### src/common/mem_ctrl_pkg.sv
// controller-side definitions: state encoding, beat counter and decoder flags
// imported by the state machine, the state decoder and the command mux

package mem_ctrl_pkg;

  // controller states, IO_SEL doubles as idle and arbitration
  typedef enum logic [2:0] {
    IO_SEL         = 3'b000,
    IO_ACK_WAIT    = 3'b001,
    DC_MEM_RD      = 3'b010,
    DC_MISS_ACK    = 3'b011,
    IC_MEM_RD      = 3'b100,
    IC_MISS_ACK    = 3'b101,
    DC_MEM_WR      = 3'b110,
    DC_CLEAR_EVICT = 3'b111
  } mem_st_t;

  localparam int NUM_ST    = 1 << $bits(mem_st_t);
  localparam int CNT_W     = 3;
  localparam int BURST_LEN = 1 << CNT_W;

  // one-bit equality flags, state flags indexed by the state encoding
  typedef struct packed {
    logic [NUM_ST-1:0]    curr_eq;
    logic [NUM_ST-1:0]    next_eq;
    logic [NUM_ST-1:0]    curr_ne;
    logic [BURST_LEN-1:0] cnt_eq;
  } st_flags_t;

  // kind of memory command the mux builds on an issue strobe
  typedef enum logic [1:0] {
    CMD_EVICT_WR,
    CMD_DC_RD,
    CMD_IC_RD,
    CMD_IO
  } cmd_kind_t;

  // latch captures the request fields in the accept cycle
  typedef struct packed {
    logic      latch;
    cmd_kind_t kind;
  } cmd_sel_t;

endpackage

### src/common/mem_bus_pkg.sv
// bus-side definitions: word and address sizes, request, command and fill types
// shared by the datapath blocks, the top level and the testbench

package mem_bus_pkg;

  localparam int DATA_W = 32;
  localparam int ADDR_W = 16;
  localparam int LINE_W = 13;
  // word offset inside a line
  localparam int BEAT_W = ADDR_W - LINE_W;

  typedef logic [LINE_W-1:0] line_addr_t;

  typedef struct packed {
    line_addr_t        line;
    logic [BEAT_W-1:0] beat;
  } line_view_t;

  // one memory word address, seen as line plus beat or as a flat word
  typedef union packed {
    line_view_t        ln;
    logic [ADDR_W-1:0] word;
  } mem_addr_u;

  typedef logic [(1 << BEAT_W)-1:0][DATA_W-1:0] line_t;

  typedef struct packed {
    line_addr_t fill_addr;
    logic       evict;
    line_addr_t evict_addr;
    line_t      evict_line;
  } dc_req_t;

  typedef struct packed {
    logic              write;
    logic [ADDR_W-1:0] addr;
    logic [DATA_W-1:0] wdata;
  } io_req_t;

  // burst set means an eight-beat read of the addressed line
  typedef struct packed {
    logic              write;
    logic              burst;
    mem_addr_u         addr;
    logic [DATA_W-1:0] wdata;
  } mem_cmd_t;

  typedef struct packed {
    line_addr_t line_addr;
    line_t      data;
  } fill_t;

endpackage

### src/mem_ctrl/st_eq_checker.sv
// state and beat count decoder for the memory controller FSM
// purely combinational, all next-state and output logic is built on its flags

module st_eq_checker (
  input  mem_ctrl_pkg::mem_st_t            curr_st,
  input  mem_ctrl_pkg::mem_st_t            next_st,
  input  logic [mem_ctrl_pkg::CNT_W-1:0]   count,
  output mem_ctrl_pkg::st_flags_t          flags
);

  import mem_ctrl_pkg::*;

  // one compare per encoding, flag index equals the state value
  always_comb begin
    for (int i = 0; i < NUM_ST; i++) begin
      flags.curr_eq[i] = (curr_st == mem_st_t'(i));
      flags.next_eq[i] = (next_st == mem_st_t'(i));
    end
  end

  // inverted copies feed the active-low enables
  assign flags.curr_ne = ~flags.curr_eq;

  always_comb begin
    for (int i = 0; i < BURST_LEN; i++) begin
      flags.cnt_eq[i] = (count == CNT_W'(i));
    end
  end

endmodule

### src/mem_ctrl/mem_ctrl_fsm.sv
// controller FSM: fixed-priority arbitration, beat counting and handshakes
// drives the line buffer and command mux controls, flags come from st_eq_checker

module mem_ctrl_fsm (
  input  logic                            clk,
  input  logic                            rst,
  input  logic                            dc_req_valid,
  input  logic                            ic_req_valid,
  input  logic                            io_req_valid,
  input  logic                            dc_evict,
  input  logic                            io_write,
  output logic                            dc_req_ready,
  output logic                            ic_req_ready,
  output logic                            io_req_ready,
  input  logic                            mem_cmd_ready,
  input  logic                            mem_rd_valid,
  output logic                            cmd_issue,
  output mem_ctrl_pkg::cmd_sel_t          cmd_sel,
  output logic                            beat_capture,
  output logic                            evict_load,
  output logic                            dc_fill_valid,
  output logic                            ic_fill_valid,
  output logic                            io_rsp_valid,
  output logic [mem_ctrl_pkg::CNT_W-1:0]  count
);

  import mem_ctrl_pkg::*;

  mem_st_t   curr_st;
  mem_st_t   next_st;
  st_flags_t flags;
  // one-hot accept: bit 0 dc, bit 1 ic, bit 2 io
  logic [2:0] grant;
  logic       cmd_pend;
  logic       io_sent;
  logic       io_wr_q;
  logic       accept;
  logic       cmd_acc;
  logic       cnt_en;
  logic       last_beat;
  logic       miss_ack;

  st_eq_checker i_st_eq (
    .curr_st (curr_st),
    .next_st (next_st),
    .count   (count),
    .flags   (flags)
  );

  assign dc_req_ready = grant[0];
  assign ic_req_ready = grant[1];
  assign io_req_ready = grant[2];
  assign accept       = |grant;
  assign evict_load   = grant[0] & dc_evict;

  // cmd_pend mirrors the registered command valid in the mux
  assign cmd_acc   = cmd_pend & mem_cmd_ready;
  assign last_beat = flags.cnt_eq[BURST_LEN-1];
  assign miss_ack  = flags.curr_eq[DC_MISS_ACK] | flags.curr_eq[IC_MISS_ACK];
  assign cnt_en    = (flags.curr_eq[DC_MEM_WR] & cmd_acc) | (miss_ack & mem_rd_valid);

  assign beat_capture = mem_rd_valid & (miss_ack | (flags.curr_eq[IO_ACK_WAIT] & io_sent));

  // a new command only once the previous one has been taken
  assign cmd_issue = ~cmd_pend & (flags.curr_eq[DC_MEM_WR] | flags.curr_eq[DC_MEM_RD] |
                                  flags.curr_eq[IC_MEM_RD] |
                                  (flags.curr_eq[IO_ACK_WAIT] & ~io_sent));

  always_comb begin
    cmd_sel.latch = accept;
    if (flags.curr_eq[DC_MEM_WR]) begin
      cmd_sel.kind = CMD_EVICT_WR;
    end else if (flags.curr_eq[DC_MEM_RD]) begin
      cmd_sel.kind = CMD_DC_RD;
    end else if (flags.curr_eq[IC_MEM_RD]) begin
      cmd_sel.kind = CMD_IC_RD;
    end else begin
      cmd_sel.kind = CMD_IO;
    end
  end

  always_comb begin
    next_st = curr_st;
    if (flags.curr_eq[IO_SEL]) begin
      if (grant[0]) begin
        next_st = dc_evict ? DC_MEM_WR : DC_MEM_RD;
      end else if (grant[1]) begin
        next_st = IC_MEM_RD;
      end else if (grant[2]) begin
        next_st = IO_ACK_WAIT;
      end
    end
    if (flags.curr_eq[DC_MEM_WR] && cmd_acc && last_beat) begin
      next_st = DC_CLEAR_EVICT;
    end
    if (flags.curr_eq[DC_CLEAR_EVICT]) begin
      next_st = DC_MEM_RD;
    end
    if (flags.curr_eq[DC_MEM_RD] && cmd_acc) begin
      next_st = DC_MISS_ACK;
    end
    if (flags.curr_eq[IC_MEM_RD] && cmd_acc) begin
      next_st = IC_MISS_ACK;
    end
    if (miss_ack && mem_rd_valid && last_beat) begin
      next_st = IO_SEL;
    end
    // write ends on command accept, read on its single data beat
    if (flags.curr_eq[IO_ACK_WAIT] && ((cmd_acc && io_wr_q) || (io_sent && mem_rd_valid))) begin
      next_st = IO_SEL;
    end
  end

  // ready goes high the cycle after a request is seen, for exactly one cycle
  always_ff @(posedge clk) begin
    if (rst) begin
      grant <= '0;
    end else if (flags.curr_ne[IO_SEL] || accept) begin
      grant <= '0;
    end else begin
      grant[0] <= dc_req_valid;
      grant[1] <= ic_req_valid & ~dc_req_valid;
      grant[2] <= io_req_valid & ~dc_req_valid & ~ic_req_valid;
    end
  end

  always_ff @(posedge clk) begin
    if (rst) begin
      curr_st       <= IO_SEL;
      count         <= '0;
      cmd_pend      <= 1'b0;
      io_sent       <= 1'b0;
      io_wr_q       <= 1'b0;
      dc_fill_valid <= 1'b0;
      ic_fill_valid <= 1'b0;
      io_rsp_valid  <= 1'b0;
    end else begin
      curr_st <= next_st;
      if (cnt_en) begin
        count <= count + 1'b1;
      end
      if (cmd_issue) begin
        cmd_pend <= 1'b1;
      end else if (mem_cmd_ready) begin
        cmd_pend <= 1'b0;
      end
      if (grant[2]) begin
        io_wr_q <= io_write;
      end
      io_sent <= flags.next_eq[IO_ACK_WAIT] & (io_sent | cmd_acc);
      // done pulses land in the first IO_SEL cycle
      dc_fill_valid <= flags.curr_eq[DC_MISS_ACK] & flags.next_eq[IO_SEL];
      ic_fill_valid <= flags.curr_eq[IC_MISS_ACK] & flags.next_eq[IO_SEL];
      io_rsp_valid  <= flags.curr_eq[IO_ACK_WAIT] & flags.next_eq[IO_SEL];
    end
  end

endmodule

### src/verilog/line_buffer.sv
// one-line data buffer between the memory read port and the caches
// holds the victim line during eviction, then gathers the eight fill beats

module line_buffer (
  input  logic                             clk,
  input  logic                             rst,
  input  logic                             evict_load,
  input  mem_bus_pkg::line_t               evict_line,
  input  logic                             beat_capture,
  input  logic [mem_bus_pkg::DATA_W-1:0]   rd_data,
  input  logic [mem_ctrl_pkg::CNT_W-1:0]   count,
  output logic [mem_bus_pkg::DATA_W-1:0]   evict_beat,
  output mem_bus_pkg::line_t               fill_line
);

  import mem_bus_pkg::*;

  line_t line_q;

  // victim load and fill capture never overlap, the victim is written out first
  always_ff @(posedge clk) begin
    if (rst) begin
      line_q <= '0;
    end else if (evict_load) begin
      line_q <= evict_line;
    end else if (beat_capture) begin
      // beat n lands in word n, so the line fills in order
      line_q[count] <= rd_data;
    end
  end

  // current write beat follows the counter as each write is accepted
  assign evict_beat = line_q[count];

  // an I/O read returns through word 0 of the same storage
  assign fill_line = line_q;

endmodule

### src/verilog/mem_cmd_mux.sv
// memory command register and request field latch
// builds evict writes, line bursts and single I/O accesses, holds them until ready

module mem_cmd_mux (
  input  logic                             clk,
  input  logic                             rst,
  input  logic                             cmd_issue,
  input  mem_ctrl_pkg::cmd_sel_t           cmd_sel,
  input  mem_bus_pkg::dc_req_t             dc_req,
  input  mem_bus_pkg::line_addr_t          ic_line,
  input  mem_bus_pkg::io_req_t             io_req,
  input  logic [mem_bus_pkg::DATA_W-1:0]   evict_beat,
  input  logic [mem_ctrl_pkg::CNT_W-1:0]   count,
  output logic                             mem_cmd_valid,
  output mem_bus_pkg::mem_cmd_t            mem_cmd,
  input  logic                             mem_cmd_ready
);

  import mem_ctrl_pkg::*;
  import mem_bus_pkg::*;

  line_addr_t fill_addr_q;
  line_addr_t evict_addr_q;
  line_addr_t ic_line_q;
  io_req_t    io_q;
  mem_cmd_t   cmd_d;

  // sources may change right after the accept cycle
  always_ff @(posedge clk) begin
    if (cmd_sel.latch) begin
      fill_addr_q  <= dc_req.fill_addr;
      evict_addr_q <= dc_req.evict_addr;
      ic_line_q    <= ic_line;
      io_q         <= io_req;
    end
  end

  always_comb begin
    cmd_d = '0;
    case (cmd_sel.kind)
      CMD_EVICT_WR: begin
        cmd_d.write        = 1'b1;
        cmd_d.addr.ln.line = evict_addr_q;
        cmd_d.addr.ln.beat = count;
        cmd_d.wdata        = evict_beat;
      end
      CMD_DC_RD: begin
        cmd_d.burst        = 1'b1;
        cmd_d.addr.ln.line = fill_addr_q;
      end
      CMD_IC_RD: begin
        cmd_d.burst        = 1'b1;
        cmd_d.addr.ln.line = ic_line_q;
      end
      default: begin
        cmd_d.write     = io_q.write;
        cmd_d.addr.word = io_q.addr;
        cmd_d.wdata     = io_q.wdata;
      end
    endcase
  end

  always_ff @(posedge clk) begin
    if (rst) begin
      mem_cmd_valid <= 1'b0;
    end else if (cmd_issue) begin
      mem_cmd_valid <= 1'b1;
    end else if (mem_cmd_ready) begin
      mem_cmd_valid <= 1'b0;
    end
  end

  // payload keeps its last value after acceptance, the top reads the fill address from it
  always_ff @(posedge clk) begin
    if (cmd_issue) begin
      mem_cmd <= cmd_d;
    end
  end

endmodule

### src/verilog/mem_subsys_top.sv
// memory-side controller top: dc, ic and io requesters onto one memory port
// the decoder sits inside the FSM, datapath is the line buffer and command mux

module mem_subsys_top (
  input  logic                             clk,
  input  logic                             rst,
  input  logic                             dc_req_valid,
  output logic                             dc_req_ready,
  input  mem_bus_pkg::dc_req_t             dc_req,
  input  logic                             ic_req_valid,
  output logic                             ic_req_ready,
  input  mem_bus_pkg::line_addr_t          ic_req,
  input  logic                             io_req_valid,
  output logic                             io_req_ready,
  input  mem_bus_pkg::io_req_t             io_req,
  output logic                             dc_fill_valid,
  output mem_bus_pkg::fill_t               dc_fill,
  output logic                             ic_fill_valid,
  output mem_bus_pkg::fill_t               ic_fill,
  output logic                             io_rsp_valid,
  output logic [mem_bus_pkg::DATA_W-1:0]   io_rsp,
  output logic                             mem_cmd_valid,
  input  logic                             mem_cmd_ready,
  output mem_bus_pkg::mem_cmd_t            mem_cmd,
  input  logic                             mem_rd_valid,
  input  logic [mem_bus_pkg::DATA_W-1:0]   mem_rd
);

  import mem_ctrl_pkg::*;
  import mem_bus_pkg::*;

  logic              cmd_issue;
  cmd_sel_t          cmd_sel;
  logic              beat_capture;
  logic              evict_load;
  logic [CNT_W-1:0]  count;
  logic [DATA_W-1:0] evict_beat;
  line_t             fill_line;

  mem_ctrl_fsm i_fsm (
    .clk           (clk),
    .rst           (rst),
    .dc_req_valid  (dc_req_valid),
    .ic_req_valid  (ic_req_valid),
    .io_req_valid  (io_req_valid),
    .dc_evict      (dc_req.evict),
    .io_write      (io_req.write),
    .dc_req_ready  (dc_req_ready),
    .ic_req_ready  (ic_req_ready),
    .io_req_ready  (io_req_ready),
    .mem_cmd_ready (mem_cmd_ready),
    .mem_rd_valid  (mem_rd_valid),
    .cmd_issue     (cmd_issue),
    .cmd_sel       (cmd_sel),
    .beat_capture  (beat_capture),
    .evict_load    (evict_load),
    .dc_fill_valid (dc_fill_valid),
    .ic_fill_valid (ic_fill_valid),
    .io_rsp_valid  (io_rsp_valid),
    .count         (count)
  );

  line_buffer i_line_buf (
    .clk          (clk),
    .rst          (rst),
    .evict_load   (evict_load),
    .evict_line   (dc_req.evict_line),
    .beat_capture (beat_capture),
    .rd_data      (mem_rd),
    .count        (count),
    .evict_beat   (evict_beat),
    .fill_line    (fill_line)
  );

  mem_cmd_mux i_cmd_mux (
    .clk           (clk),
    .rst           (rst),
    .cmd_issue     (cmd_issue),
    .cmd_sel       (cmd_sel),
    .dc_req        (dc_req),
    .ic_line       (ic_req),
    .io_req        (io_req),
    .evict_beat    (evict_beat),
    .count         (count),
    .mem_cmd_valid (mem_cmd_valid),
    .mem_cmd       (mem_cmd),
    .mem_cmd_ready (mem_cmd_ready)
  );

  // the burst read stays in the command register until the fill is done
  assign dc_fill = '{line_addr: mem_cmd.addr.ln.line, data: fill_line};
  assign ic_fill = '{line_addr: mem_cmd.addr.ln.line, data: fill_line};
  assign io_rsp  = fill_line[0];

endmodule

### config.mk
export PLATFORM = sky130hd
export DESIGN_NAME = mem_subsys_top
export DESIGN_NICKNAME = d
export VERILOG_FILES = /design/src/common/mem_ctrl_pkg.sv /design/src/common/mem_bus_pkg.sv /design/src/mem_ctrl/st_eq_checker.sv /design/src/mem_ctrl/mem_ctrl_fsm.sv /design/src/verilog/line_buffer.sv /design/src/verilog/mem_cmd_mux.sv /design/src/verilog/mem_subsys_top.sv
export SDC_FILE = /design/constraint.sdc
export NUM_CORES = 1
export LEC_CHECK = 0
export ABC_AREA = 1
export BUFFER_PORTS_ARGS = -buffer_cell sky130_fd_sc_hd__buf_4
export CAP_MARGIN = 20
export CORE_AREA = 5 5 394 396
export DETAILED_ROUTE_END_ITERATION = 6
export DIE_AREA = 0 0 399 401
export PLACE_DENSITY = 0.38
export SYNTH_ARGS = -nofsm -noshare
export SYNTH_HDL_FRONTEND = slang
export SYNTH_HIERARCHICAL = 1
export SYNTH_SLANG_ARGS = --single-unit
### constraint.sdc
create_clock -name clk -period 2.7 [get_ports clk]
set_input_delay 0.675 -clock clk [delete_from_list [all_inputs] [get_ports clk]]
set_output_delay 0.675 -clock clk [all_outputs]
set_load 0.02 [all_outputs]
# == Word-level counts from Yosys, hierarchy flattened ==
# Index checks and enable logic that the tools add are counted.
# op_classes
bitwise,27
n_eq_ne,11
n_mux,27
n_div,0
reduce_logical,20
n_addsub,1
mul,0
n_shift,0
n_lt_le_gt_ge,2
# op_table
cell,count
$mux W256,2
$bwmux W256,1
$bmux W32 S3,1
$demux W32 S3,1
$pmux W35 S2,1
$mux W32,2
$pmux W13 S3,1
$mux W3,11
$and A1 B1 Y1,15
$eq A3 B3 Y1 const B,5
$logic_and A1 B1 Y1,10
$or A1 B1 Y1,7
$eq A3 B1 Y1 const B,2
$eq A3 B2 Y1 const B,2
$logic_not A3 Y1,2
$not A1 Y1,5
$lt A3 B4 Y1 const B,1
$mux W1,4
$mux W2,2
$reduce_bool A2 Y1,2
$reduce_or A2 Y1,2
$add A3 B1 Y3 const B,1
$ge A3 B1 Y1 const B,1
$reduce_or A3 Y1,1
other kinds (5),6
# word_totals
rom_bits,0
register_bits,409
output_inout_bits,627
word_cells,115
mem_count,0
ramBits,0
latch_bits,0
input_bits,384

# == Depth between registers and ports, before layout ==
# logic_depth
depth_word,12
mapped_depth,16

# == Modules after synthesis ==
# Netlist, hierarchy kept.
# by_module_without_submodules
module,cells_each,n_inst,area_each_um2
line_buffer,2919,1,16214.3
mem_cmd_mux,378,1,5198.7
mem_subsys_top,314,1,2357.3
mem_ctrl_fsm,111,1,784.5
st_eq_checker,53,1,216.5

# == Least setup slack after synthesis ==
# Ideal clock, no wire load.
# synth_path
path_type,reg-to-reg
from,reg i_fsm.curr_st[1]
to,"reg, netlist name i_cmd_mux/mem_cmd[0]"
slack_ps,335
synth_period_minus_slack_ps,2365
path_stages_with_launch,8
t_arrival_ps,1960
setup_ps,405
t_required_ps,2295
n_path_buf,0
path_cell_list,dfxtp_1 -> inv_2 -> nand2_1 -> nor2_1 -> inv_1 -> o211ai_1 -> nand2_1 -> inv_1
# synth_lines
item,line,rtl
from (decl),mem_ctrl_fsm.sv:29,mem_st_t curr_st;
from (signal assigned),mem_ctrl_fsm.sv:138,curr_st <= next_st;

==> results.sh <==
export IMPL_cp_max_fo=16
export IMPL_grt_start_max_net_pins=89
export IMPL_netlist_area_um2=24680
export IMPL_critPathLaunchType="flip-flop"
export IMPL_first_iter_violations=1876
export IMPL_fmax_mhz=395.6
export IMPL_finalSetupTns_ps=0
export IMPL_ctsHoldBuffers=0
export IMPL_arrival_ps=3040
export IMPL_grt_pass1_wl_um=232200
export IMPL_p_per_area_nw_per_um2=659.0
export IMPL_fill_cells=17120
export IMPL_worst_pin_slew_ps=1012
export IMPL_fin_crit_sh_pct=93.63
export IMPL_wl_per_cell_um=27.05
export IMPL_whs_path_depth=1
export IMPL_drive_gt1_share_pct=29.37
export IMPL_syn_num_nets=4140
export IMPL_synth_cells=3751
export IMPL_yosys_warnings=6
export IMPL_die_h_um=401
export IMPL_rsz0062_at_grt="false"
export IMPL_reg2reg_to="i_cmd_mux/mem_cmd[4]"
export IMPL_gp_congestion=0.8408
export IMPL_hold_viol_final=0
export IMPL_stdcell_count=6547
export IMPL_port_buffers=1010
export IMPL_postCtsSetupRepairBufs=0
export IMPL_leakagePower_nw=17.56
export IMPL_cts_sinks=410
export IMPL_clk_latency_ps=650
export IMPL_layout_commonest_cell="nand2_1"
export IMPL_cts_resized=0
export IMPL_critPathLaunch="i_fsm/count[2]"
export IMPL_gr_usage_all_layers_pct=21.12
export IMPL_firstDrtPassIters=6
export IMPL_whs_endpoint="i_cmd_mux/fill_addr_q[8]"
export IMPL_endpoint_kind="flip-flop"
export IMPL_status="finished clean"
export IMPL_overflow=0
export IMPL_cts_buffers_inserted=56
export IMPL_layout_common_cells="nand2_1, buf_4, nor2_1, inv_1"
export IMPL_reg2reg_from="i_fsm/count[2]"
export IMPL_areaGrowthSynthToFinish_pct=42.26
export IMPL_setup_viol=0
export IMPL_critical_path_class="flip-flop to flip-flop"
export IMPL_finalPower_mw=23.13
export IMPL_via_count=26670
export IMPL_slew_headroom_pct=32.09
export IMPL_clock_root_buffer="clkbuf_16"
export IMPL_postRouteAntennaNets=0
export IMPL_drcViolationCount=0
export IMPL_wl_um=177100
export IMPL_via_per_inst=4.074
export IMPL_htree_num_levels=2
export IMPL_dieArea_um2=160000
export IMPL_hp_start="dc_req[278]"
export IMPL_cts_max_path_buffers=3
export IMPL_grt_pass1_vias=25790
export IMPL_regToRegSetupSlack_ps=170
export IMPL_rows=143
export IMPL_skew_ps=19.12
export IMPL_cp_required_ps=3210
export IMPL_core_area_um2=151200
export IMPL_period_needed_ps=2528
export IMPL_clkTransAtPathRegs_ps=60
export IMPL_max_cap_viol_count=0
export IMPL_antenna_found_initial=33
export IMPL_rr_worst_depth=7
export IMPL_slew_viol_final=0
export IMPL_place_inst=6427
export IMPL_vdd_drop_max_v=0.0005178
export IMPL_die_w_um=399
export IMPL_hp_class="input port to flip-flop"
export IMPL_ios=1011
export IMPL_start_util_pct=16.32
export IMPL_synth_area_per_cell_um2=6.579
export IMPL_cts_tree="built"
export IMPL_finalNetCount=4844
export IMPL_post_dp_hpwl_um=143200
## report_power, final
group | internal (mW) | leakage [nW] | switching (mW)
clock network | 4.52 | 0.899 | 3.19
logic | 2.62 | 13.2 | 4.71
registers | 7.42 | 3.50 | 0.682
## layout make-up
cell class	instances	area (um^2)	share of cell area [%]
clock buffers	80	1572	4.477
clock inverters	24	280.3	0.7984
diodes	16	40.04	0.1141
repair buffers	1187	9449	26.92
flip-flops and latches	410	9598	27.34
multi-input cells	2505	10490	29.87
inverters	295	1140	3.247
well taps	2030	2540	7.235
## layer usage
layer,GRT usage [%],part of all wire [%]
met3,3.106,5.4
met1,27.55,43
met2,37.62,50
met4,2.918,1.2
met5,0,0.041
## worst max-delay path, cell delays in order (launching register included)
cell and delay, ps:
dfxtp_2 430, nor2_4 180, nand2_2 280, o21ai_1 880, nor2_1 110, nand2_1 290
nand3_1 140, nand2_1 70
## state kept, by name (all words and copies together), names as in the netlist, 3 cells and up
register,cells
i_fsm/count,3
i_fsm/grant,3
i_line_buf/fill_line,256
i_cmd_mux/mem_cmd,50
i_cmd_mux/io_q,49
i_cmd_mux/ic_line_q,13
i_fsm/curr_st,3
i_cmd_mux/fill_addr_q,13
i_cmd_mux/evict_addr_q,13
## through the flow
stage          instance area, um^2  utilization [%]  worst slack (ps)  hold WS, ps
2_1_floorplan                24680                -             368.5        474.0
6_report                     35100            23.22             172.0        201.2
3_3_place_gp                 33210            21.97             61.13        480.8
3_5_place_dp                 33210            21.97             68.94        490.5
4_1_cts                      35060            23.19             144.8        133.0
5_1_grt                      35070            23.20             99.78        145.9
## how the worst max path moves through the flow
| stage | endpoint | slack, ps | cells after the start |
|---|---|---|---|
| 6_report | i_cmd_mux/mem_cmd[4] | 170 | 7 |
| 5_1_grt | i_cmd_mux/mem_cmd[4] | 100 | 7 |
| 4_1_cts | i_line_buf/fill_line[105] | 140 | 10 |
| 3_5_place_dp | i_line_buf/fill_line[90] | 70 | 9 |
| 3_3_place_gp | i_line_buf/fill_line[90] | 60 | 9 |
| 2_1_floorplan | i_cmd_mux/mem_cmd[0] | 370 | 7 |
No activity file was read; power rests on OpenSTA's default activity.
